`config.mk`:
```
export PLATFORM = sky130hd
export DESIGN_NAME = branch_recovery_top
export DESIGN_NICKNAME = d
export VERILOG_FILES = /design/src/rtl/bs_pkg.sv /design/src/rtl/branch_recovery_top.sv /design/src/rtl/rename_map.sv /design/src/rtl/branch_stack.sv /design/src/rtl/dispatch_ctrl.sv
export SDC_FILE = /design/constraint.sdc
export NUM_CORES = 1
export LEC_CHECK = 0
export CAP_MARGIN = 40
export CORE_UTILIZATION = 60
export CTS_CLUSTER_DIAMETER = 60
export DETAILED_ROUTE_END_ITERATION = 12
export DONT_BUFFER_PORTS = 1
export GPL_ROUTABILITY_DRIVEN = 0
export PLACE_DENSITY = 0.84
export SYNTH_ARGS = -nofsm -noshare
export SYNTH_HDL_FRONTEND = slang
export SYNTH_SLANG_ARGS = --single-unit
```
`constraint.sdc`:
```
create_clock -name clock -period 12.1 [get_ports clock]
set_input_delay 2.42 -clock clock [delete_from_list [all_inputs] [get_ports clock]]
set_output_delay 2.42 -clock clock [all_outputs]
set_load 0.005 [all_outputs]
```
`src/rtl/bs_pkg.sv`:
```
package bs_pkg;

    // Sizes of the recovery structures
    localparam int B_MASK_WIDTH   = 4;
    localparam int ARCH_REGS      = 8;
    localparam int PHYS_REGS      = 16;
    localparam int ARCH_IDX_WIDTH = 3;
    localparam int PHYS_IDX_WIDTH = 4;
    localparam int ROB_IDX_WIDTH  = 4;
    localparam int ADDR_WIDTH     = 32;

    typedef logic [B_MASK_WIDTH-1:0]             b_mask_t;
    typedef logic [ARCH_IDX_WIDTH-1:0]           arch_idx_t;
    typedef logic [PHYS_IDX_WIDTH-1:0]           phys_idx_t;
    typedef logic [PHYS_REGS-1:0]                free_vec_t;
    typedef logic [ARCH_REGS*PHYS_IDX_WIDTH-1:0] map_vec_t;
    typedef logic [ROB_IDX_WIDTH-1:0]            rob_idx_t;
    typedef logic [ADDR_WIDTH-1:0]               addr_t;

    // Arch i starts out on phys i
    function automatic map_vec_t identity_map();
        map_vec_t m;
        for (int i = 0; i < ARCH_REGS; i++) begin
            m[i*PHYS_IDX_WIDTH +: PHYS_IDX_WIDTH] = phys_idx_t'(i);
        end
        return m;
    endfunction

    // Everything above the architectural range is free
    function automatic free_vec_t upper_free();
        free_vec_t f;
        for (int i = 0; i < PHYS_REGS; i++) begin
            f[i] = (i >= ARCH_REGS);
        end
        return f;
    endfunction

    localparam map_vec_t  RESET_MAP  = identity_map();
    localparam free_vec_t RESET_FREE = upper_free();

endpackage
```
`src/rtl/branch_recovery_top.sv`:
```
`timescale 1ns/1ps

module branch_recovery_top (
    input  logic              clock,
    input  logic              reset,
    input  logic              dispatch_valid,
    input  logic              dispatch_branch,
    input  logic              dispatch_has_dest,
    input  bs_pkg::arch_idx_t dispatch_dest,
    input  bs_pkg::rob_idx_t  dispatch_rob_tail,
    input  bs_pkg::addr_t     dispatch_fallthrough_pc,
    input  logic              complete_valid,
    input  bs_pkg::b_mask_t   complete_slot,
    input  logic              complete_mispred,
    input  logic              complete_taken,
    input  bs_pkg::addr_t     complete_target,
    input  bs_pkg::arch_idx_t lookup_arch,
    output logic              dispatch_stall,
    output logic              dispatch_fire,
    output bs_pkg::b_mask_t   dispatch_tag,
    output bs_pkg::phys_idx_t dispatch_phys,
    output logic              restore_valid,
    output bs_pkg::addr_t     pc_restore,
    output bs_pkg::rob_idx_t  rob_tail_restore,
    output bs_pkg::b_mask_t   resolved_mask,
    output bs_pkg::b_mask_t   live_mask,
    output bs_pkg::phys_idx_t lookup_phys,
    output logic [4:0]        free_count
);

    import bs_pkg::*;

    b_mask_t   new_slot;
    b_mask_t   surviving_mask;
    map_vec_t  restore_map;
    free_vec_t restore_free;
    map_vec_t  map_snapshot;
    free_vec_t free_snapshot;
    logic      free_empty;

    // Every dispatched instruction depends on all branches still live
    assign dispatch_tag = live_mask;

    dispatch_ctrl u_dispatch_ctrl (
        .clock             (clock),
        .reset             (reset),
        .dispatch_valid    (dispatch_valid),
        .dispatch_branch   (dispatch_branch),
        .dispatch_has_dest (dispatch_has_dest),
        .free_empty        (free_empty),
        .restore_valid     (restore_valid),
        .surviving_mask    (surviving_mask),
        .live_mask         (live_mask),
        .new_slot          (new_slot),
        .dispatch_stall    (dispatch_stall),
        .dispatch_fire     (dispatch_fire)
    );

    branch_stack u_branch_stack (
        .clock                   (clock),
        .reset                   (reset),
        .dispatch_fire           (dispatch_fire),
        .live_mask               (live_mask),
        .new_slot                (new_slot),
        .dispatch_rob_tail       (dispatch_rob_tail),
        .dispatch_fallthrough_pc (dispatch_fallthrough_pc),
        .map_snapshot            (map_snapshot),
        .free_snapshot           (free_snapshot),
        .complete_valid          (complete_valid),
        .complete_slot           (complete_slot),
        .complete_mispred        (complete_mispred),
        .complete_taken          (complete_taken),
        .complete_target         (complete_target),
        .restore_valid           (restore_valid),
        .pc_restore              (pc_restore),
        .rob_tail_restore        (rob_tail_restore),
        .restore_map             (restore_map),
        .restore_free            (restore_free),
        .resolved_mask           (resolved_mask),
        .surviving_mask          (surviving_mask)
    );

    rename_map u_rename_map (
        .clock             (clock),
        .reset             (reset),
        .dispatch_fire     (dispatch_fire),
        .dispatch_has_dest (dispatch_has_dest),
        .dispatch_dest     (dispatch_dest),
        .restore_valid     (restore_valid),
        .restore_map       (restore_map),
        .restore_free      (restore_free),
        .lookup_arch       (lookup_arch),
        .dispatch_phys     (dispatch_phys),
        .lookup_phys       (lookup_phys),
        .free_empty        (free_empty),
        .map_snapshot      (map_snapshot),
        .free_snapshot     (free_snapshot),
        .free_count        (free_count)
    );

endmodule

```
`src/rtl/rename_map.sv`:
```
`timescale 1ns/1ps

module rename_map (
    input  logic              clock,
    input  logic              reset,
    input  logic              dispatch_fire,
    input  logic              dispatch_has_dest,
    input  bs_pkg::arch_idx_t dispatch_dest,
    input  logic              restore_valid,
    input  bs_pkg::map_vec_t  restore_map,
    input  bs_pkg::free_vec_t restore_free,
    input  bs_pkg::arch_idx_t lookup_arch,
    output bs_pkg::phys_idx_t dispatch_phys,
    output bs_pkg::phys_idx_t lookup_phys,
    output logic              free_empty,
    output bs_pkg::map_vec_t  map_snapshot,
    output bs_pkg::free_vec_t free_snapshot,
    output logic [4:0]        free_count
);

    import bs_pkg::*;

    map_vec_t  map_q;
    free_vec_t free_q;
    phys_idx_t alloc_idx;
    logic      rename_en;

    // Lowest free physical register
    always_comb begin
        alloc_idx = '0;
        for (int i = PHYS_REGS - 1; i >= 0; i--) begin
            if (free_q[i]) begin
                alloc_idx = phys_idx_t'(i);
            end
        end
    end

    assign free_empty    = ~|free_q;
    assign dispatch_phys = alloc_idx;
    assign rename_en     = dispatch_fire && dispatch_has_dest;

    assign lookup_phys = map_q[int'(lookup_arch)*PHYS_IDX_WIDTH +: PHYS_IDX_WIDTH];

    // Branch stack captures the state as it is before the branch
    assign map_snapshot  = map_q;
    assign free_snapshot = free_q;

    always_comb begin
        free_count = '0;
        for (int i = 0; i < PHYS_REGS; i++) begin
            free_count = free_count + 5'(free_q[i]);
        end
    end

    always_ff @(posedge clock) begin
        if (reset) begin
            map_q  <= RESET_MAP;
            free_q <= RESET_FREE;
        end else if (restore_valid) begin
            map_q  <= restore_map;
            free_q <= restore_free;
        end else if (rename_en) begin
            map_q[int'(dispatch_dest)*PHYS_IDX_WIDTH +: PHYS_IDX_WIDTH] <= alloc_idx;
            free_q[alloc_idx] <= 1'b0;
        end
    end

endmodule

```
`src/rtl/branch_stack.sv`:
```
`timescale 1ns/1ps

module branch_stack (
    input  logic              clock,
    input  logic              reset,
    input  logic              dispatch_fire,
    input  bs_pkg::b_mask_t   live_mask,
    input  bs_pkg::b_mask_t   new_slot,
    input  bs_pkg::rob_idx_t  dispatch_rob_tail,
    input  bs_pkg::addr_t     dispatch_fallthrough_pc,
    input  bs_pkg::map_vec_t  map_snapshot,
    input  bs_pkg::free_vec_t free_snapshot,
    input  logic              complete_valid,
    input  bs_pkg::b_mask_t   complete_slot,
    input  logic              complete_mispred,
    input  logic              complete_taken,
    input  bs_pkg::addr_t     complete_target,
    output logic              restore_valid,
    output bs_pkg::addr_t     pc_restore,
    output bs_pkg::rob_idx_t  rob_tail_restore,
    output bs_pkg::map_vec_t  restore_map,
    output bs_pkg::free_vec_t restore_free,
    output bs_pkg::b_mask_t   resolved_mask,
    output bs_pkg::b_mask_t   surviving_mask
);

    import bs_pkg::*;

    // One checkpoint per branch slot
    b_mask_t   dep_mask [B_MASK_WIDTH];
    rob_idx_t  cp_rob_tail [B_MASK_WIDTH];
    addr_t     cp_fallthrough [B_MASK_WIDTH];
    map_vec_t  cp_map [B_MASK_WIDTH];
    free_vec_t cp_free [B_MASK_WIDTH];

    b_mask_t   squash_mask;
    b_mask_t   freed_mask;
    addr_t     sel_fallthrough;

    // Completions during reset or on slots that are not live are dropped here
    assign resolved_mask = (complete_valid && !reset) ? (complete_slot & live_mask) : '0;
    assign restore_valid = (|resolved_mask) && complete_mispred;

    // The resolving slot is one-hot so OR picks its checkpoint
    always_comb begin
        sel_fallthrough  = '0;
        rob_tail_restore = '0;
        restore_map      = '0;
        restore_free     = '0;
        for (int i = 0; i < B_MASK_WIDTH; i++) begin
            if (resolved_mask[i]) begin
                sel_fallthrough  = sel_fallthrough | cp_fallthrough[i];
                rob_tail_restore = rob_tail_restore | cp_rob_tail[i];
                restore_map      = restore_map | cp_map[i];
                restore_free     = restore_free | cp_free[i];
            end
        end
    end

    assign pc_restore = complete_taken ? complete_target : sel_fallthrough;

    // Younger branches depend on the mispredicted one and die with it
    always_comb begin
        squash_mask = '0;
        for (int i = 0; i < B_MASK_WIDTH; i++) begin
            squash_mask[i] = restore_valid && (|(dep_mask[i] & resolved_mask));
        end
    end

    assign freed_mask     = resolved_mask | squash_mask;
    assign surviving_mask = live_mask & ~freed_mask;

    always_ff @(posedge clock) begin
        if (reset) begin
            for (int i = 0; i < B_MASK_WIDTH; i++) begin
                dep_mask[i]       <= '0;
                cp_rob_tail[i]    <= '0;
                cp_fallthrough[i] <= '0;
                cp_map[i]         <= '0;
                cp_free[i]        <= '0;
            end
        end else begin
            for (int i = 0; i < B_MASK_WIDTH; i++) begin
                if (dispatch_fire && new_slot[i]) begin
                    // A resolving branch this cycle is not a dependency anymore
                    dep_mask[i]       <= surviving_mask;
                    cp_rob_tail[i]    <= dispatch_rob_tail;
                    cp_fallthrough[i] <= dispatch_fallthrough_pc;
                    cp_map[i]         <= map_snapshot;
                    cp_free[i]        <= free_snapshot;
                end else if (freed_mask[i]) begin
                    dep_mask[i] <= '0;
                end else begin
                    dep_mask[i] <= dep_mask[i] & ~resolved_mask;
                end
            end
        end
    end

endmodule

```
`src/rtl/dispatch_ctrl.sv`:
```
`timescale 1ns/1ps

module dispatch_ctrl (
    input  logic            clock,
    input  logic            reset,
    input  logic            dispatch_valid,
    input  logic            dispatch_branch,
    input  logic            dispatch_has_dest,
    input  logic            free_empty,
    input  logic            restore_valid,
    input  bs_pkg::b_mask_t surviving_mask,
    output bs_pkg::b_mask_t live_mask,
    output bs_pkg::b_mask_t new_slot,
    output logic            dispatch_stall,
    output logic            dispatch_fire
);

    import bs_pkg::*;

    b_mask_t free_slot;
    b_mask_t live_mask_next;
    logic    slots_full;
    logic    branch_stall;
    logic    dest_stall;

    // Lowest clear bit of the live mask, as a one-hot slot
    always_comb begin
        free_slot = '0;
        for (int i = B_MASK_WIDTH - 1; i >= 0; i--) begin
            if (!live_mask[i]) begin
                free_slot = b_mask_t'(1) << i;
            end
        end
    end

    assign slots_full = &live_mask;

    // A branch needs a slot and a renaming instruction needs a register
    assign branch_stall   = dispatch_branch && slots_full;
    assign dest_stall     = dispatch_has_dest && free_empty;
    assign dispatch_stall = dispatch_valid && (branch_stall || dest_stall);

    // Restore and reset both take priority over a dispatch in the same cycle
    assign dispatch_fire = dispatch_valid && !dispatch_stall && !restore_valid && !reset;

    assign new_slot = (dispatch_fire && dispatch_branch) ? free_slot : '0;

    // Resolved and squashed slots are already gone from surviving_mask
    assign live_mask_next = surviving_mask | new_slot;

    always_ff @(posedge clock) begin
        if (reset) begin
            live_mask <= '0;
        end else begin
            live_mask <= live_mask_next;
        end
    end

endmodule

```
======== Word level (Yosys, flattened, before mapping) ========
Memories as Yosys holds them, arrays and structs flattened.
Index checks and enable logic that the tools add are counted.
word-level totals
  flip-flop bits (word level) ............. 52
  latch bits .............................. 0
  memory bits (writable) .................. 352
  memory bits (read-only) ................. 0
  input bits .............................. 86
  output and inout bits ................... 64
  word-level logic and storage cells ...... 237
  memories ................................ 5
operators by class
  $add $sub $neg .......................... 16
  multiply operators ...................... 0
  divide/modulo/power cells ............... 0
  $lt $le $gt $ge ......................... 2
  eq/ne operators ......................... 0
  shift operators ......................... 3
  muxes and demuxes ....................... 120
  bitwise operators ....................... 56
  reduce and logical (&&, ||, !) cells .... 32
memory list
  name                           depth  bits a word  read ports  clocked after Yosys merged registers in  write ports  RTL line            RTL
  u_branch_stack.cp_fallthrough  4      32           4           0                                        4            branch_stack.sv:32  addr_t cp_fallthrough [B_MASK_WIDTH];
  u_branch_stack.cp_map          4      32           4           0                                        4            branch_stack.sv:33  map_vec_t cp_map [B_MASK_WIDTH];
  u_branch_stack.cp_free         4      16           4           0                                        4            branch_stack.sv:34  free_vec_t cp_free [B_MASK_WIDTH];
  u_branch_stack.cp_rob_tail     4      4            4           0                                        4            branch_stack.sv:31  rob_idx_t cp_rob_tail [B_MASK_WIDTH];
  u_branch_stack.dep_mask        4      4            4           0                                        4            branch_stack.sv:30  b_mask_t dep_mask [B_MASK_WIDTH];
operators by type and width
  operator                                                                  number
  32-bit 2-to-1 mux                                                         19
  32-bit OR                                                                 6
  4-bit 2-to-1 mux                                                          42
  16-bit 2-to-1 mux                                                         10
  5-bit by 1-bit adder with 5-bit output                                    14
  16-bit OR                                                                 3
  1-bit 2-to-1 mux                                                          47
  4-bit bitwise AND                                                         10
  5-bit negator with 33-bit output                                          1
  4-bit by 33-bit variable shift with 32-bit output (first input constant)  1
  4-bit by 33-bit indexed part select with 32-bit output                    1
  32-bit bitwise mux                                                        1
  32-bit by 6-bit indexed part select with 4-bit output                     1
  1-bit OR                                                                  28
  4-bit OR                                                                  5
  4-bit OR reduction                                                        5
  1-bit logical AND                                                         19
  16-bit bitwise AND                                                        1
  16-bit inverter                                                           1
  16-bit OR reduction                                                       1
  4-bit inverter                                                            2
  4-bit by 5-bit < comparator with 1-bit output (second input constant)     1
  1-bit demux with 4-bit select                                             1
  4-bit by 1-bit >= comparator with 1-bit output (second input constant)    1
  other kinds (5)                                                           8

======== Depth between registers and ports, before layout ========
  depth after elaboration ................. 24
  mapped depth ............................ 12
  depth with buffers taken out ............ 12

======== By module ========
Synthesis repeated with hierarchy kept, for this count alone.
unflattened totals
  cell total of the unflattened synthesis .. 1,545
  area, all modules ....................... 19,073.3 um2
modules (own cells, without submodules)
  module               times used  cells each  area an instance (um2)  seq. area each (um2)
  branch_stack         1           1,152       15,499.9                10,450.0
  rename_map           1           362         3,331.9                 960.9
  dispatch_ctrl        1           27          211.5                   80.1
  branch_recovery_top  1           4           30.0                    0.0

======== Worst setup path before layout ========
OpenSTA, ideal clock, no wires.
  kind .................................... input to output
  start ................................... in complete_valid
  end ..................................... out pc_restore[21]
  data arrival time ....................... 3.946 ns
  slack ................................... 5.734 ns
  cell stages on the path ................. 8
  path buffers ............................ 2
  cells stage by stage .................... nor2b_1 nand3_1 inv_2 clkbuf_1 buf_1 a22oi_1 nand2_1 mux2_2
on the way
  longest elaborated chain between the ends .. 10
ends and longest elaborated chain
  what                 RTL line                   RTL
  from (decl)          branch_recovery_top.sv:12  input logic complete_valid,
  1-bit logical AND *  branch_stack.sv:41         assign resolved_mask = (complete_valid && !reset) ? (complete_slot & live_mask) : '0;
  4-bit 2-to-1 mux *   branch_stack.sv:41
  32-bit 2-to-1 mux    branch_stack.sv:51         if (resolved_mask[i]) begin
  32-bit OR            branch_stack.sv:52         sel_fallthrough = sel_fallthrough | cp_fallthrough[i];
  32-bit 2-to-1 mux    branch_stack.sv:51
  32-bit OR            branch_stack.sv:52
  32-bit 2-to-1 mux    branch_stack.sv:51
  32-bit OR            branch_stack.sv:52
  32-bit 2-to-1 mux *  branch_stack.sv:51
  32-bit 2-to-1 mux *  branch_stack.sv:60         assign pc_restore = complete_taken ? complete_target : sel_fallthrough;
  to (decl)            branch_recovery_top.sv:23  output bs_pkg::addr_t pc_restore,
Every way passes the cells marked *; elsewhere a longest branch is shown, timed or not.

======== Worst setup path in the final report ========
  start ................................... in complete_valid
  end ..................................... out restore_valid
on the way
  longest elaborated chain between the ends .. 4
ends and longest elaborated chain
  what                RTL line                   RTL
  1-bit logical AND   branch_stack.sv:41
  4-bit 2-to-1 mux    branch_stack.sv:41
  4-bit OR reduction  branch_stack.sv:42         assign restore_valid = (|resolved_mask) && complete_mispred;
  1-bit logical AND   branch_stack.sv:42
  to (decl)           branch_recovery_top.sv:22  output logic restore_valid,
Every way passes these cells.

==> results.py <==
metrics = {
    "timing": {
        "final_ws_setup_ns": 4.49,
        "max_transition_viols_final": 0,
        "totalNegativeSetupSlack_ns": 0,
        "fin_worst_skew_ns": 0.0203,
        "rsz_0062_raised_after_global_routing": "no",
        "worst_slew_pin_slew_ns": 0.825,
        "finalSetupViolations": 0,
        "layout_worst_path_cycle_share": 0.629,
        "fmax_ghz": 0.131,
        "final_report_hold_violation_count": 0,
        "finalCriticalPeriod_ns": 7.61,
        "max-slew-margin-rel": 0.445,
        "hold-worst-slack_ns": 0.548,
    },
    "floorplan": {
        "dieHeight_um": 176,
        "dieWidth_um": 176,
        "starting_density_of_the_core": 0.611,
        "placement_rows": 63,
        "die_area_um2": 31000,
        "pin_count": 150,
        "core_area_um2": 29700,
    },
    "final_layout": {
        "multi_input_area_um2": 6220,
        "antenna-diode-count": 0,
        "sequential_cell_area_um2": 11500,
        "n_fill_cell": 2037,
        "fin_area_um2": 19900,
        "final_net_count": 1523,
        "layout.cells.most_common_list": "sky130_fd_sc_hd__edfxtp_1 (348), sky130_fd_sc_hd__and2_1 (273), sky130_fd_sc_hd__a22oi_1 (149), sky130_fd_sc_hd__nor2_1 (81), sky130_fd_sc_hd__nand2_1 (74)",
        "drive_gt1_frac": 0.110,
        "final_core_density": 0.671,
        "layout_commonest_cell": "sky130_fd_sc_hd__edfxtp_1",
        "layout.cells.non_filler": 1839,
        "area_growth_pct": 9.81,
    },
    "setup_path": {
        "critical-path-max-stage-delay_ns": 0.61,
        "worst-path-stages": 7,
        "endpoint_kind": "output port",
        "crit_arrival_ns": 5.19,
        "crit_slowest_cell": "sky130_fd_sc_hd__clkinv_2",
        "worst-r2r-setup-slack_ns": 7.37,
        "critical_path.top_delay_family": "buffers and inverters",
        "regToRegStartpoint": "u_dispatch_ctrl.live_mask[0]",
        "timing.critical_path.from_type": "input pin",
        "critical_path.n_buffers_inverters": 3,
        "worst-endpoint-required_ns": 9.68,
        "worst_r2r_endpoint": "u_branch_stack.cp_fallthrough[2][19]",
        "max_fo_critical_path": 58,
        "number_of_cells_on_the_worst_reg_to_reg_path": 8,
        "crit_type": "input pin to output port",
        "worst_path_cell_trace": "nor2b_1, nand3_2, clkinv_2, a211oi_4, nand2b_2, buf_4, inv_2",
    },
    "clock_tree": {
        "cts-htree-levels": 2,
        "cts_tree": "done",
        "clock-root-buffer": "sky130_fd_sc_hd__clkbuf_16",
        "post_cts.repair.setup_buffers": 0,
        "tritoncts_buffers": 40,
        "cts.reportedPaths.clkPinSlew_ns": 0.07,
        "cts_repair_resize_count": 0,
        "clkLatencyLatePin_ns": 0.54,
        "post_cts_hold_buffer_count": 0,
        "ctsLongestPathBuffers": 3,
        "numClockSinks": 400,
    },
    "detailed_routing": {
        "postRouteAntennaNets": 0,
        "drt_iter0_drc": 1471,
        "route.vias.total": 12219,
        "vias_per_cell": 6.64,
        "drt_first_pass_iters": 6,
        "route.detailed.drc": 0,
        "totalWireLength_um": 45100,
        "wl_per_cell_um": 24.5,
    },
    "synthesis": {
        "synth-warning-count": 0,
        "ys_seq_area_frac": 0.633,
        "netlist-cell-type-count": 74,
        "synth.cell_area_um2": 18200,
        "postSynthAreaPerCell_um2": 12.6,
        "syn_inst": 1438,
        "synth_register_bits": 400,
        "async_sr_flop_fraction": 0,
        "synth_flop_cell": "sky130_fd_sc_hd__edfxtp_1",
        "synth-edff-count": 348,
    },
    "global_routing": {
        "globalRouteMet3Util": 0.0702,
        "top_usage_layer": "met2",
        "grt_start_max_net_pins": 70,
        "grt_overflow": 0,
        "globalRouteTotalUtil": 0.297,
        "fraction_of_met1_tracks_used_by_global_routing": 0.374,
        "first_global_vias": 12450,
        "grt_first_pass_wirelength_um": 69700,
        "antenna_found_initial": 1,
        "globalRouteMet2Util": 0.496,
    },
    "power": {
        "power.internal_mw": 2.35,
        "total_leakage_power_nw": 7.41,
        "clock_power_share": 0.423,
        "power.ir.vdd_worst_mv": 0.0932,
        "fin_total_pwr_mw": 3.00,
        "combinational_fraction_of_design_power": 0.053,
        "p_seq_frac": 0.524,
        "power_density_nw_per_um2": 150,
        "switching_share": 0.216,
        "p_switching_uw": 650,
    },
    "placed_design": {
        "dpl_worst_slack_ns": 4.54,
        "place.detailed.instances": 1766,
        "dpl_cell_area_um2": 18600,
        "numPortBuffers": 0,
        "hpwl_after_detailed_placement_um": 26000,
    },
    "worst_hold_path": {
        "hold_path_end": "u_rename_map.free_snapshot[2]",
        "min-delay-start": "u_branch_stack.cp_free[1][2]",
        "timing.hold.worst_path_depth": 2,
        "holdCritPathClass": "register to register",
    },
    "flow_run": {
        "cap_violations": 0,
    },
    "run_status": {
        "status": "complete, no violations",
    },
}
-- tightest hold or removal path, delay by kind of cell, from the launching register on --
kind | cells | cell delay (ns)
AOI/OAI and AO/OA | 2 | 0.19
DFF | 1 | 0.32
-- Yosys cell counts, types with 10 or more instances --
cell	count	share of area
sky130_fd_sc_hd__edfxtp_1	348	0.58
sky130_fd_sc_hd__and2_1	273	0.094
sky130_fd_sc_hd__a22oi_1	149	0.062
sky130_fd_sc_hd__nor2_1	81	0.017
sky130_fd_sc_hd__nand2_1	78	0.016
sky130_fd_sc_hd__clkbuf_1	67	0.014
sky130_fd_sc_hd__a21oi_1	56	0.015
sky130_fd_sc_hd__dfxtp_1	52	0.057
sky130_fd_sc_hd__mux2_2	36	0.022
sky130_fd_sc_hd__inv_1	34	0.0070
sky130_fd_sc_hd__buf_1	14	0.0029
sky130_fd_sc_hd__buf_2	14	0.0039
sky130_fd_sc_hd__o21ai_0	14	0.0039
sky130_fd_sc_hd__nand3_1	13	0.0036
sky130_fd_sc_hd__a221oi_1	12	0.0058
sky130_fd_sc_hd__a22o_1	11	0.0053
sky130_fd_sc_hd__mux2i_1	11	0.0061
sky130_fd_sc_hd__o22ai_1	11	0.0038
sky130_fd_sc_hd__a211oi_1	10	0.0041
sky130_fd_sc_hd__fa_1	10	0.011
sky130_fd_sc_hd__nor3_1	10	0.0028
-- power groups by stage --
stage               combinational, mW  sequential (mW)  clock [mW]
floorplan                       0.112             1.60           0
global placement                0.152             1.60           0
detailed placement              0.157             1.60           0
CTS                             0.158             1.57        1.27
global route                    0.173             1.58        1.32
finish                          0.159             1.57        1.27
-- worst max path at each step --
stage / from / end / slack (ns)
after floorplan: complete_valid / pc_restore[21] / 5.73
after global placement: complete_valid / restore_valid / 4.65
after detailed placement: complete_valid / restore_valid / 4.54
after CTS: complete_valid / restore_valid / 4.55
after global routing: complete_valid / restore_valid / 4.35
final: complete_valid / restore_valid / 4.49
-- routing by layer --
layer | part of all wire | wire [µm]
met1 | 0.38 | 17100
met2 | 0.49 | 21900
met3 | 0.11 | 4780
met4 | 0.031 | 1380
met5 | 0.00018 | 8
-- flip-flops by register name (all words and copies together), names as in the netlist --
signal / count
u_branch_stack.cp_fallthrough: 128
u_branch_stack.cp_free: 64
u_branch_stack.cp_map: 128
u_branch_stack.cp_rob_tail: 16
u_branch_stack.dep_mask: 12
u_dispatch_ctrl.live_mask: 4
u_rename_map.free_snapshot: 16
u_rename_map.map_snapshot: 32
-- kinds of logic after synthesis --
group	synth area share
AND/OR/NAND/NOR	0.154
flip-flops	0.633
AO/OA/AOI/OAI	0.126
buffers and inverters	0.0309
multiplexers	0.0383
adder cells (fa/ha/maj)	0.0172
XOR/XNOR	0.000965
other	0.000207
-- layout make-up --
cell class	instances	area share
clock buffer	53	0.0589
clock inverter	20	0.00929
inverter	39	0.00753
multi-input combinational	910	0.312
sequential	400	0.576
tap	390	0.0245
timing repair buffer	27	0.0118
(Power assumes the default switching activity.)
